<file path="config.mk">
export PLATFORM = sky130hd
export DESIGN_NAME = ids_stats_top
export DESIGN_NICKNAME = d
export VERILOG_FILES = /design/src/design/ids_stats_pkg.sv /design/src/design/eth_rx_monitor.sv /design/src/design/pkt_fifo.sv /design/src/design/eth_tx_monitor.sv /design/src/design/stats_mux.sv /design/src/design/stats_regs.sv /design/src/design/ids_stats_top.sv
export SDC_FILE = /design/constraint.sdc
export NUM_CORES = 2
export LEC_CHECK = 0
export BUFFER_PORTS_ARGS = -buffer_cell sky130_fd_sc_hd__buf_2
export CAP_MARGIN = 20
export CORE_ASPECT_RATIO = 1.5
export CORE_MARGIN = 10
export CORE_UTILIZATION = 53
export CTS_CLUSTER_DIAMETER = 120
export DETAILED_ROUTE_END_ITERATION = 10
export GPL_TIMING_DRIVEN = 0
export MAX_ROUTING_LAYER = met4
export PLACE_DENSITY = 0.73
export REMOVE_ABC_BUFFERS = 1
export SETUP_SLACK_MARGIN = 0.3
export SYNTH_ARGS = -nofsm -noshare
export SYNTH_HDL_FRONTEND = slang
export SYNTH_SLANG_ARGS = --single-unit
export TNS_END_PERCENT = 20
</file>
<file path="constraint.sdc">
create_clock -name clk_i -period 4.65 [get_ports clk_i]
set_clock_uncertainty 0.05 [all_clocks]
set_input_delay 0.93 -clock clk_i [delete_from_list [all_inputs] [get_ports clk_i]]
set_output_delay 0.93 -clock clk_i [all_outputs]
set_load 0.05 [all_outputs]
</file>
<file path="src/design/ids_stats_pkg.sv">
`default_nettype none

package ids_stats_pkg;

   localparam int BYTES_PER_BEAT = 8;
   localparam int FIFO_DEPTH     = 16;           // power of two, pointers wrap
   localparam int FIFO_PTR_W     = $clog2(FIFO_DEPTH);
   localparam int NUM_REC_SRC    = 3;            // record sources into the mux
   localparam int NUM_STAT_REGS  = 3;

   typedef logic [63:0]           beat_data_t;
   typedef logic [2:0]            beat_empty_t;  // unused bytes of an eop beat
   typedef logic [15:0]           byte_cnt_t;
   typedef logic [4:0]            fill_t;        // 0 .. FIFO_DEPTH
   typedef logic [FIFO_PTR_W-1:0] fifo_ptr_t;
   typedef logic [1:0]            stat_addr_t;
   typedef logic [31:0]           stat_val_t;
   typedef logic [11:0]           apb_addr_t;
   typedef logic [31:0]           apb_data_t;

   typedef enum logic {
      STAT_ADD = 1'b0,  // register += operand
      STAT_MAX = 1'b1   // register = max(register, operand)
   } stat_op_e;

   // register map, APB byte address is index * 4
   localparam stat_addr_t REG_RX_BYTES = 2'd0;  // 0x000
   localparam stat_addr_t REG_TX_PKTS  = 2'd1;  // 0x004
   localparam stat_addr_t REG_MAX_FILL = 2'd2;  // 0x008

endpackage : ids_stats_pkg

`default_nettype wire

</file>
<file path="src/design/eth_rx_monitor.sv">
`default_nettype none

module eth_rx_monitor (
   input  logic                       clk_i,
   input  logic                       arst_n_i,
   input  ids_stats_pkg::beat_data_t  in_data_i,
   input  ids_stats_pkg::beat_empty_t in_empty_i,
   input  logic                       in_sop_i,
   input  logic                       in_eop_i,
   input  logic                       in_valid_i,
   output logic                       in_ready_o,
   output ids_stats_pkg::beat_data_t  dn_data_o,
   output ids_stats_pkg::beat_empty_t dn_empty_o,
   output logic                       dn_sop_o,
   output logic                       dn_eop_o,
   output logic                       dn_valid_o,
   input  logic                       dn_ready_i,
   output ids_stats_pkg::stat_addr_t  rec_addr_o,
   output ids_stats_pkg::stat_op_e    rec_op_o,
   output ids_stats_pkg::stat_val_t   rec_val_o,
   output logic                       rec_valid_o,
   input  logic                       rec_ready_i
);

   logic                     stall;
   logic                     xfer;
   ids_stats_pkg::byte_cnt_t beat_bytes;
   ids_stats_pkg::byte_cnt_t pkt_bytes;  // length so far, this beat included
   ids_stats_pkg::byte_cnt_t acc_q;
   ids_stats_pkg::byte_cnt_t len_q;      // length of the last finished packet

   assign stall      = in_eop_i & rec_valid_o;  // eop waits for a free record slot
   assign in_ready_o = dn_ready_i & ~stall;
   assign dn_valid_o = in_valid_i & ~stall;
   assign dn_data_o  = in_data_i;
   assign dn_empty_o = in_empty_i;
   assign dn_sop_o   = in_sop_i;
   assign dn_eop_o   = in_eop_i;
   assign xfer       = in_valid_i & in_ready_o;

   assign beat_bytes = ids_stats_pkg::byte_cnt_t'(ids_stats_pkg::BYTES_PER_BEAT)
                     - (in_eop_i ? ids_stats_pkg::byte_cnt_t'(in_empty_i) : '0);
   assign pkt_bytes  = in_sop_i ? beat_bytes : acc_q + beat_bytes;

   always_ff @(posedge clk_i or negedge arst_n_i) begin
      if (!arst_n_i) begin
         acc_q       <= '0;
         rec_valid_o <= 1'b0;
      end else begin
         if (xfer) begin
            acc_q <= pkt_bytes;
         end
         if (xfer && in_eop_i) begin
            rec_valid_o <= 1'b1;
         end else if (rec_ready_i) begin
            rec_valid_o <= 1'b0;
         end
      end
   end

   always_ff @(posedge clk_i) begin
      if (xfer && in_eop_i) begin
         len_q <= pkt_bytes;
      end
   end

   assign rec_addr_o = ids_stats_pkg::REG_RX_BYTES;
   assign rec_op_o   = ids_stats_pkg::STAT_ADD;
   assign rec_val_o  = ids_stats_pkg::stat_val_t'(len_q);

endmodule : eth_rx_monitor

`default_nettype wire

</file>
<file path="src/design/pkt_fifo.sv">
`default_nettype none

module pkt_fifo (
   input  logic                       clk_i,
   input  logic                       arst_n_i,
   input  ids_stats_pkg::beat_data_t  up_data_i,
   input  ids_stats_pkg::beat_empty_t up_empty_i,
   input  logic                       up_sop_i,
   input  logic                       up_eop_i,
   input  logic                       up_valid_i,
   output logic                       up_ready_o,
   output ids_stats_pkg::beat_data_t  dn_data_o,
   output ids_stats_pkg::beat_empty_t dn_empty_o,
   output logic                       dn_sop_o,
   output logic                       dn_eop_o,
   output logic                       dn_valid_o,
   input  logic                       dn_ready_i,
   output ids_stats_pkg::stat_addr_t  rec_addr_o,
   output ids_stats_pkg::stat_op_e    rec_op_o,
   output ids_stats_pkg::stat_val_t   rec_val_o,
   output logic                       rec_valid_o,
   input  logic                       rec_ready_i
);

   ids_stats_pkg::beat_data_t  data_mem  [ids_stats_pkg::FIFO_DEPTH];
   ids_stats_pkg::beat_empty_t empty_mem [ids_stats_pkg::FIFO_DEPTH];
   logic                       sop_mem   [ids_stats_pkg::FIFO_DEPTH];
   logic                       eop_mem   [ids_stats_pkg::FIFO_DEPTH];

   ids_stats_pkg::fifo_ptr_t   wr_ptr_q, rd_ptr_q;
   ids_stats_pkg::fill_t       count_q, count_nxt;
   ids_stats_pkg::fill_t       peak_q;  // highest fill seen since reset
   logic                       wr, rd;

   assign wr         = up_valid_i & up_ready_o;
   assign rd         = dn_valid_o & dn_ready_i;
   assign count_nxt  = count_q + ids_stats_pkg::fill_t'(wr) - ids_stats_pkg::fill_t'(rd);
   assign dn_valid_o = (count_q != '0);  // a write shows up one cycle later

   assign dn_data_o  = data_mem[rd_ptr_q];
   assign dn_empty_o = empty_mem[rd_ptr_q];
   assign dn_sop_o   = sop_mem[rd_ptr_q];
   assign dn_eop_o   = eop_mem[rd_ptr_q];

   always_ff @(posedge clk_i) begin
      if (wr) begin
         data_mem[wr_ptr_q]  <= up_data_i;
         empty_mem[wr_ptr_q] <= up_empty_i;
         sop_mem[wr_ptr_q]   <= up_sop_i;
         eop_mem[wr_ptr_q]   <= up_eop_i;
      end
   end

   always_ff @(posedge clk_i or negedge arst_n_i) begin
      if (!arst_n_i) begin
         wr_ptr_q    <= '0;
         rd_ptr_q    <= '0;
         count_q     <= '0;
         up_ready_o  <= 1'b0;  // comes up on the first clock after reset
         peak_q      <= '0;
         rec_valid_o <= 1'b0;
      end else begin
         if (wr) begin
            wr_ptr_q <= wr_ptr_q + ids_stats_pkg::fifo_ptr_t'(1);
         end
         if (rd) begin
            rd_ptr_q <= rd_ptr_q + ids_stats_pkg::fifo_ptr_t'(1);
         end
         count_q    <= count_nxt;
         up_ready_o <= (count_nxt != ids_stats_pkg::fill_t'(ids_stats_pkg::FIFO_DEPTH));
         // a new peak folds into the pending record
         if (count_nxt > peak_q) begin
            peak_q      <= count_nxt;
            rec_valid_o <= 1'b1;
         end else if (rec_ready_i) begin
            rec_valid_o <= 1'b0;
         end
      end
   end

   assign rec_addr_o = ids_stats_pkg::REG_MAX_FILL;
   assign rec_op_o   = ids_stats_pkg::STAT_MAX;
   assign rec_val_o  = ids_stats_pkg::stat_val_t'(peak_q);

endmodule : pkt_fifo

`default_nettype wire

</file>
<file path="src/design/eth_tx_monitor.sv">
`default_nettype none

module eth_tx_monitor (
   input  logic                       clk_i,
   input  logic                       arst_n_i,
   input  ids_stats_pkg::beat_data_t  up_data_i,
   input  ids_stats_pkg::beat_empty_t up_empty_i,
   input  logic                       up_sop_i,
   input  logic                       up_eop_i,
   input  logic                       up_valid_i,
   output logic                       up_ready_o,
   output ids_stats_pkg::beat_data_t  out_data_o,
   output ids_stats_pkg::beat_empty_t out_empty_o,
   output logic                       out_sop_o,
   output logic                       out_eop_o,
   output logic                       out_valid_o,
   input  logic                       out_ready_i,
   output ids_stats_pkg::stat_addr_t  rec_addr_o,
   output ids_stats_pkg::stat_op_e    rec_op_o,
   output ids_stats_pkg::stat_val_t   rec_val_o,
   output logic                       rec_valid_o,
   input  logic                       rec_ready_i
);

   logic stall;

   assign stall       = up_eop_i & rec_valid_o;  // hold eop until last count is taken
   assign out_valid_o = up_valid_i & ~stall;
   assign up_ready_o  = out_ready_i & ~stall;
   assign out_data_o  = up_data_i;
   assign out_empty_o = up_empty_i;
   assign out_sop_o   = up_sop_i;
   assign out_eop_o   = up_eop_i;

   always_ff @(posedge clk_i or negedge arst_n_i) begin
      if (!arst_n_i) begin
         rec_valid_o <= 1'b0;
      end else if (out_valid_o && out_ready_i && up_eop_i) begin
         rec_valid_o <= 1'b1;  // one record per sent packet
      end else if (rec_ready_i) begin
         rec_valid_o <= 1'b0;
      end
   end

   assign rec_addr_o = ids_stats_pkg::REG_TX_PKTS;
   assign rec_op_o   = ids_stats_pkg::STAT_ADD;
   assign rec_val_o  = ids_stats_pkg::stat_val_t'(1);

endmodule : eth_tx_monitor

`default_nettype wire

</file>
<file path="src/design/stats_mux.sv">
`default_nettype none

module stats_mux (
   input  logic                      clk_i,
   input  logic                      arst_n_i,
   input  ids_stats_pkg::stat_addr_t in0_rec_addr_i,
   input  ids_stats_pkg::stat_op_e   in0_rec_op_i,
   input  ids_stats_pkg::stat_val_t  in0_rec_val_i,
   input  logic                      in0_rec_valid_i,
   output logic                      in0_rec_ready_o,
   input  ids_stats_pkg::stat_addr_t in1_rec_addr_i,
   input  ids_stats_pkg::stat_op_e   in1_rec_op_i,
   input  ids_stats_pkg::stat_val_t  in1_rec_val_i,
   input  logic                      in1_rec_valid_i,
   output logic                      in1_rec_ready_o,
   input  ids_stats_pkg::stat_addr_t in2_rec_addr_i,
   input  ids_stats_pkg::stat_op_e   in2_rec_op_i,
   input  ids_stats_pkg::stat_val_t  in2_rec_val_i,
   input  logic                      in2_rec_valid_i,
   output logic                      in2_rec_ready_o,
   output ids_stats_pkg::stat_addr_t upd_addr_o,
   output ids_stats_pkg::stat_op_e   upd_op_o,
   output ids_stats_pkg::stat_val_t  upd_val_o,
   output logic                      upd_valid_o
);

   ids_stats_pkg::stat_addr_t addr_v [ids_stats_pkg::NUM_REC_SRC];
   ids_stats_pkg::stat_op_e   op_v   [ids_stats_pkg::NUM_REC_SRC];
   ids_stats_pkg::stat_val_t  val_v  [ids_stats_pkg::NUM_REC_SRC];
   logic [ids_stats_pkg::NUM_REC_SRC-1:0] valid_v;
   logic [1:0]                last_q;  // input granted most recently
   logic [1:0]                sel;
   logic                      sel_vld;

   assign addr_v  = '{in0_rec_addr_i, in1_rec_addr_i, in2_rec_addr_i};
   assign op_v    = '{in0_rec_op_i, in1_rec_op_i, in2_rec_op_i};
   assign val_v   = '{in0_rec_val_i, in1_rec_val_i, in2_rec_val_i};
   assign valid_v = {in2_rec_valid_i, in1_rec_valid_i, in0_rec_valid_i};

   // walk from the input after last_q, nearest waiting one wins
   always_comb begin
      int idx;
      sel     = last_q;
      sel_vld = 1'b0;
      for (int k = ids_stats_pkg::NUM_REC_SRC; k >= 1; k--) begin
         idx = (int'(last_q) + k) % ids_stats_pkg::NUM_REC_SRC;
         if (valid_v[idx]) begin
            sel     = 2'(idx);
            sel_vld = 1'b1;
         end
      end
   end

   assign in0_rec_ready_o = sel_vld && (sel == 2'd0);
   assign in1_rec_ready_o = sel_vld && (sel == 2'd1);
   assign in2_rec_ready_o = sel_vld && (sel == 2'd2);

   always_ff @(posedge clk_i or negedge arst_n_i) begin
      if (!arst_n_i) begin
         last_q      <= '0;
         upd_valid_o <= 1'b0;
      end else begin
         upd_valid_o <= sel_vld;  // bank never stalls
         if (sel_vld) begin
            last_q <= sel;
         end
      end
   end

   always_ff @(posedge clk_i) begin
      if (sel_vld) begin
         upd_addr_o <= addr_v[sel];
         upd_op_o   <= op_v[sel];
         upd_val_o  <= val_v[sel];
      end
   end

endmodule : stats_mux

`default_nettype wire

</file>
<file path="src/design/stats_regs.sv">
`default_nettype none

module stats_regs (
   input  logic                      clk_i,
   input  logic                      arst_n_i,
   input  ids_stats_pkg::stat_addr_t upd_addr_i,
   input  ids_stats_pkg::stat_op_e   upd_op_i,
   input  ids_stats_pkg::stat_val_t  upd_val_i,
   input  logic                      upd_valid_i,
   input  logic                      apb_psel_i,
   input  logic                      apb_penable_i,
   input  logic                      apb_pwrite_i,
   input  ids_stats_pkg::apb_addr_t  apb_paddr_i,
   input  ids_stats_pkg::apb_data_t  apb_pwdata_i,
   output ids_stats_pkg::apb_data_t  apb_prdata_o,
   output logic                      apb_pready_o,
   output logic                      apb_pslverr_o
);

   ids_stats_pkg::stat_val_t  regs_q [ids_stats_pkg::NUM_STAT_REGS];
   ids_stats_pkg::stat_addr_t reg_idx;
   ids_stats_pkg::stat_val_t  rd_val;
   logic                      access;
   logic                      mapped;
   logic                      wr_en;

   function automatic ids_stats_pkg::stat_val_t apply_rec(
      input ids_stats_pkg::stat_val_t cur,
      input ids_stats_pkg::stat_op_e  op,
      input ids_stats_pkg::stat_val_t val
   );
      if (op == ids_stats_pkg::STAT_MAX) begin
         return (val > cur) ? val : cur;
      end
      return cur + val;  // counters wrap
   endfunction

   assign access  = apb_psel_i & apb_penable_i;  // access phase
   assign reg_idx = apb_paddr_i[3:2];
   assign mapped  = (apb_paddr_i[11:4] == '0) && (apb_paddr_i[1:0] == 2'b00)
                 && (int'(reg_idx) < ids_stats_pkg::NUM_STAT_REGS);
   assign wr_en   = access & apb_pwrite_i & mapped;

   always_comb begin
      rd_val = '0;
      for (int i = 0; i < ids_stats_pkg::NUM_STAT_REGS; i++) begin
         if (reg_idx == ids_stats_pkg::stat_addr_t'(i)) begin
            rd_val = regs_q[i];
         end
      end
   end

   assign apb_pready_o  = access;  // no wait states
   assign apb_pslverr_o = access & ~mapped;
   assign apb_prdata_o  = (access && !apb_pwrite_i && mapped) ? rd_val : '0;

   always_ff @(posedge clk_i or negedge arst_n_i) begin
      if (!arst_n_i) begin
         for (int i = 0; i < ids_stats_pkg::NUM_STAT_REGS; i++) begin
            regs_q[i] <= '0;
         end
      end else begin
         for (int i = 0; i < ids_stats_pkg::NUM_STAT_REGS; i++) begin
            // software write beats a record to the same register
            if (wr_en && reg_idx == ids_stats_pkg::stat_addr_t'(i)) begin
               regs_q[i] <= apb_pwdata_i;
            end else if (upd_valid_i && upd_addr_i == ids_stats_pkg::stat_addr_t'(i)) begin
               regs_q[i] <= apply_rec(regs_q[i], upd_op_i, upd_val_i);
            end
         end
      end
   end

endmodule : stats_regs

`default_nettype wire

</file>
<file path="src/design/ids_stats_top.sv">
`default_nettype none

module ids_stats_top (
   input  logic                       clk_i,
   input  logic                       arst_n_i,
   input  ids_stats_pkg::beat_data_t  in_data_i,
   input  ids_stats_pkg::beat_empty_t in_empty_i,
   input  logic                       in_sop_i,
   input  logic                       in_eop_i,
   input  logic                       in_valid_i,
   output logic                       in_ready_o,
   output ids_stats_pkg::beat_data_t  out_data_o,
   output ids_stats_pkg::beat_empty_t out_empty_o,
   output logic                       out_sop_o,
   output logic                       out_eop_o,
   output logic                       out_valid_o,
   input  logic                       out_ready_i,
   input  logic                       apb_psel_i,
   input  logic                       apb_penable_i,
   input  logic                       apb_pwrite_i,
   input  ids_stats_pkg::apb_addr_t   apb_paddr_i,
   input  ids_stats_pkg::apb_data_t   apb_pwdata_i,
   output ids_stats_pkg::apb_data_t   apb_prdata_o,
   output logic                       apb_pready_o,
   output logic                       apb_pslverr_o
);

   // rx monitor -> fifo
   ids_stats_pkg::beat_data_t  rx_data;
   ids_stats_pkg::beat_empty_t rx_empty;
   logic                       rx_sop, rx_eop, rx_valid, rx_ready;

   // fifo -> tx monitor
   ids_stats_pkg::beat_data_t  ff_data;
   ids_stats_pkg::beat_empty_t ff_empty;
   logic                       ff_sop, ff_eop, ff_valid, ff_ready;

   // record streams into the mux
   ids_stats_pkg::stat_addr_t  rx_rec_addr, ff_rec_addr, tx_rec_addr;
   ids_stats_pkg::stat_op_e    rx_rec_op, ff_rec_op, tx_rec_op;
   ids_stats_pkg::stat_val_t   rx_rec_val, ff_rec_val, tx_rec_val;
   logic                       rx_rec_valid, ff_rec_valid, tx_rec_valid;
   logic                       rx_rec_ready, ff_rec_ready, tx_rec_ready;

   // merged updates into the bank
   ids_stats_pkg::stat_addr_t  upd_addr;
   ids_stats_pkg::stat_op_e    upd_op;
   ids_stats_pkg::stat_val_t   upd_val;
   logic                       upd_valid;

   eth_rx_monitor my_rx_mon (
      .clk_i(clk_i), .arst_n_i(arst_n_i),
      .in_data_i(in_data_i), .in_empty_i(in_empty_i), .in_sop_i(in_sop_i),
      .in_eop_i(in_eop_i), .in_valid_i(in_valid_i), .in_ready_o(in_ready_o),
      .dn_data_o(rx_data), .dn_empty_o(rx_empty), .dn_sop_o(rx_sop),
      .dn_eop_o(rx_eop), .dn_valid_o(rx_valid), .dn_ready_i(rx_ready),
      .rec_addr_o(rx_rec_addr), .rec_op_o(rx_rec_op), .rec_val_o(rx_rec_val),
      .rec_valid_o(rx_rec_valid), .rec_ready_i(rx_rec_ready)
   );

   pkt_fifo my_fifo (
      .clk_i(clk_i), .arst_n_i(arst_n_i),
      .up_data_i(rx_data), .up_empty_i(rx_empty), .up_sop_i(rx_sop),
      .up_eop_i(rx_eop), .up_valid_i(rx_valid), .up_ready_o(rx_ready),
      .dn_data_o(ff_data), .dn_empty_o(ff_empty), .dn_sop_o(ff_sop),
      .dn_eop_o(ff_eop), .dn_valid_o(ff_valid), .dn_ready_i(ff_ready),
      .rec_addr_o(ff_rec_addr), .rec_op_o(ff_rec_op), .rec_val_o(ff_rec_val),
      .rec_valid_o(ff_rec_valid), .rec_ready_i(ff_rec_ready)
   );

   eth_tx_monitor my_tx_mon (
      .clk_i(clk_i), .arst_n_i(arst_n_i),
      .up_data_i(ff_data), .up_empty_i(ff_empty), .up_sop_i(ff_sop),
      .up_eop_i(ff_eop), .up_valid_i(ff_valid), .up_ready_o(ff_ready),
      .out_data_o(out_data_o), .out_empty_o(out_empty_o), .out_sop_o(out_sop_o),
      .out_eop_o(out_eop_o), .out_valid_o(out_valid_o), .out_ready_i(out_ready_i),
      .rec_addr_o(tx_rec_addr), .rec_op_o(tx_rec_op), .rec_val_o(tx_rec_val),
      .rec_valid_o(tx_rec_valid), .rec_ready_i(tx_rec_ready)
   );

   stats_mux my_stats_mux (
      .clk_i(clk_i), .arst_n_i(arst_n_i),
      .in0_rec_addr_i(rx_rec_addr), .in0_rec_op_i(rx_rec_op), .in0_rec_val_i(rx_rec_val),
      .in0_rec_valid_i(rx_rec_valid), .in0_rec_ready_o(rx_rec_ready),
      .in1_rec_addr_i(ff_rec_addr), .in1_rec_op_i(ff_rec_op), .in1_rec_val_i(ff_rec_val),
      .in1_rec_valid_i(ff_rec_valid), .in1_rec_ready_o(ff_rec_ready),
      .in2_rec_addr_i(tx_rec_addr), .in2_rec_op_i(tx_rec_op), .in2_rec_val_i(tx_rec_val),
      .in2_rec_valid_i(tx_rec_valid), .in2_rec_ready_o(tx_rec_ready),
      .upd_addr_o(upd_addr), .upd_op_o(upd_op), .upd_val_o(upd_val),
      .upd_valid_o(upd_valid)
   );

   stats_regs my_stats_regs (
      .clk_i(clk_i), .arst_n_i(arst_n_i),
      .upd_addr_i(upd_addr), .upd_op_i(upd_op), .upd_val_i(upd_val),
      .upd_valid_i(upd_valid),
      .apb_psel_i(apb_psel_i), .apb_penable_i(apb_penable_i),
      .apb_pwrite_i(apb_pwrite_i), .apb_paddr_i(apb_paddr_i),
      .apb_pwdata_i(apb_pwdata_i), .apb_prdata_o(apb_prdata_o),
      .apb_pready_o(apb_pready_o), .apb_pslverr_o(apb_pslverr_o)
   );

endmodule : ids_stats_top

`default_nettype wire

</file>
==> results.md <==
- Sequential share of the synthesized area: a little over two thirds
- Via count: roughly 29000
- Final Hold Fails: 0
- Worst Tran Pin Value: 1.148 ns
- NetSw: 14.79 mW
- Dpl ws: -1.443 ns
- Area grow syn2layout: 15.10%
- DRT iter0 DRCs: 2808
- ANT nets after route: 0
- Number of flops mapped to enable cells by yosys: approximately 1100
- IO buf count: 224
- Max IR drop VDD: approximately 0.0005 V
- Vias in the first global route: roughly 30000
- Die Area: 114100 um2
- CTS Sinks: between 1000 and 1500
- Max-cap violations: 0
- Switch share: 36.09%
- Fin crit share: 101.5%
- Nets: about 3400
- Non-Filler Instances: about 4600
- Crit path kind: reg -> reg
- Slew Viols, Final: 0
- Smallest setup slack after layout: -0.07206 ns
- CP startpoint kind: register
- Grt ovf: 0
- Crit-path cells: buf_16, mux4_2, mux4_2, and2_4, nor3b_4, ha_4, inv_2, ha_4, fa_2, ha_4, nor2b_4, o21a_1, o21ai_2, nand2b_1, a21oi_2, a31oi_4, mux2_4
- Share of cells above drive strength 1: about 27%
- Gr usage total: a little under a quarter
- Routability cong.: 0.9038
- Synth Cell Area: ~53000 um2
- Relative slew slack: around a quarter
- RSZ-0062 raised after global routing: yes
- Synthesized area per cell: about 18 um2
- Die Y: roughly 410 um
- Final setup viols: 5
- CTS Buf Count: approximately 110
- Sequential Power Share: 36.1%
- Internal Pwr Total: 26.19 mW
- Cell variety after synth: 66
- Worst-skew pair later-pin latency: 0.73 ns
- Comb pwr share: between 40% and 50%
- Initial antenna violation count: 20
- Mapped Cells: ~2900
- First-pass DRT Iterations: 5
- Maximum clock frequency: approximately 0.21 GHz
- Pleak: ~21 nW
- Root Buffer: clkbuf_16
- TritonCTS clock tree: done
- Drt wl/cell: 28.41 um
- Largest net degree at the start of global routing: 77
- Commonest cells after routing, fill and taps aside: 1138 x edfxtp_1, 345 x mux4_2, 221 x buf_2, 177 x nor2_1, 133 x dfrtp_1
- Flops & latches, synth: ~1300
- Critical Path Slowest Stage Cell: mux4_2
- Status: complete, but fails checks
- Die X: about 280 um
- Htree depth: 3
- Final min period: ~4.7 ns
- Power share of the clock group: 23.7%
- Critical path arrival: between 5 and 6 ns
- I/O pin count: 225
- CP Max Fanout: 6
- Placed Cells: about 4300
- Routed WL: roughly 130000 um
- Syn. warnings: 0
- FILL cells: between 6000 and 7000
- Core area: around 100000 um2
- Ys async rst share: between 10% and 20%
- Hold Crit Class: in -> async
- Setup crit end kind: register
- Worst Path Required: between 5 and 6 ns
- Via-per-instance ratio: approximately 6.2
- First-pass GRT wire length: ~190000 um
- Clock Path Buffers: 3
- Initial Util: between 50% and 60%
- Final TNS setup: -0.3084 ns
- HPWL Detailed: about 71000 um
- Most used cell, CP: ha_4
- PwrDens: about 670 nW/um2
- Max incr delay on CP: between 0.5 and 0.6 ns
- Failing checks: negative setup slack
- DRC viols: 0
- Clock Pin Slew Worst Setup and Hold Paths: about 0.07 ns
- Row count: 142
- Most common cell after layout, fill and taps aside: edfxtp_1
- Most used DFF post-synth: edfxtp_1
## flip-flops by register name, summed over array words and instances, names as in the netlist, 2 cells and up
register and cells:
my_fifo.data_mem 1024, my_stats_regs.regs_q 96, my_fifo.empty_mem 48, my_fifo.eop_mem 16
my_fifo.sop_mem 16, my_rx_mon.acc_q 16, my_rx_mon.len_q 16, my_stats_mux.upd_val_o 16
my_fifo.count_q 5, my_fifo.peak_q 5, my_fifo.rd_ptr_q 4, my_fifo.wr_ptr_q 4
my_stats_mux.last_q 2
## worst max-delay path: cells and delay by family (launching register included)
kind	cells	cell delay [ns]
buf+inv	2	0.23
simple gates	4	0.70
flops	1	0.52
mux	3	1.31
compound gates	4	0.59
fa+ha+maj	4	1.20
## Yosys cell counts (all sizes together), types with 11 or more instances
master,count,area (um2)
mux2,16,180.2
xnor2,59,516.8
o31ai,12,90.09
a211oi,15,112.6
nand2,125,469.2
o21ai,67,335.3
mux4,345,7770
clkbuf,94,352.8
mux2i,68,680.7
a21oi,115,575.6
nor2,179,671.9
xor2,19,166.4
edfxtp,1138,34170
inv,97,364.1
and3,17,106.4
ha,108,1351
nor2b,16,100.1
and2,27,171.4
buf,47,201.5
nor4,11,75.07
nor3,33,165.2
dfrtp,137,3428
a22o,16,140.1
nand3,21,105.1
## kinds of logic after synthesis
logic type      count (synthesis)  share of synthesized area [%]
xor+xnor                       78                          1.280
fa+ha+maj                     114                          2.738
flops                        1275                          70.45
mux                           429                          16.17
compound gates                304                          3.526
buf+inv                       238                          1.721
simple gates                  474                          4.114
## metrics by stage
step	area, um2	total power [mW]	hold WS (ns)	utilization, %
6_report	61430	40.98	0.1349	61.42
5_1_grt	61430	42.72	0.1686	61.41
4_1_cts	61010	40.67	0.1181	60.99
3_5_place_dp	56730	30.14	0.4239	56.71
3_3_place_gp	55560	27.23	0.4146	55.55
2_1_floorplan	52820	25.14	0.4024	-
## power groups by stage
stage / combinational, mW / clock, mW / sequential, mW
2_1_floorplan: 9.77 / 0 / 15.4
3_3_place_gp: 11.4 / 0 / 15.9
3_5_place_dp: 14.9 / 0 / 15.3
4_1_cts: 16.1 / 9.85 / 14.8
5_1_grt: 17.5 / 10.3 / 14.9
6_report: 16.5 / 9.72 / 14.8
## cell type report
class / instances / area (um2) / share of cell area, %
diodes: 16 / 40.04 / 0.06517
repair buffers: 305 / 2748 / 4.473
well taps: 1296 / 1622 / 2.640
clock inverters: 83 / 954.7 / 1.554
flip-flops and latches: 1275 / 37620 / 61.23
clock buffers: 130 / 2934 / 4.776
inverters: 97 / 364.1 / 0.5927
multi-input cells: 1400 / 15150 / 24.67
## what timing repair did
action / CTS / global route
pin swaps: 10 / 10
gates cloned: 3 / 8
setup buffers: 15 / 9
hold endpoints to repair: 0 / 0
gates resized for setup: 23 / 19
hold buffers: 0 / 0
endpoints found under the setup margin: 107 / 73
## worst paths after layout
check                               startpoint  cells past startpoint  slack (ns)                  endpoint
hold / removal                        arst_n_i                      1        0.13  my_stats_regs.regs_q[30]
setup reg to reg           my_fifo.rd_ptr_q[0]                     17       -0.07         my_fifo.peak_q[3]
max in group asynchronous             arst_n_i                      2        3.54  my_stats_regs.regs_q[71]
min in group clk_i            apb_pwdata_i[21]                      3        0.40  my_stats_regs.regs_q[85]
setup / recovery           my_fifo.rd_ptr_q[0]                     17       -0.07         my_fifo.peak_q[3]
hold reg to reg             my_rx_mon.acc_q[3]                      2        0.45        my_rx_mon.acc_q[3]
## metal layers
metal | vias up | share of wire, % | global-route usage (%)
met5 | - | 0 | -
met4 | 0 | 3.4 | 8.561
met3 | 244 | 7.2 | 4.311
met2 | 1159 | 52 | 39.01
met1 | 15010 | 37 | 27.89
li1 | 12160 | - | -
Note: power is estimated with default switching activity, not from simulation.
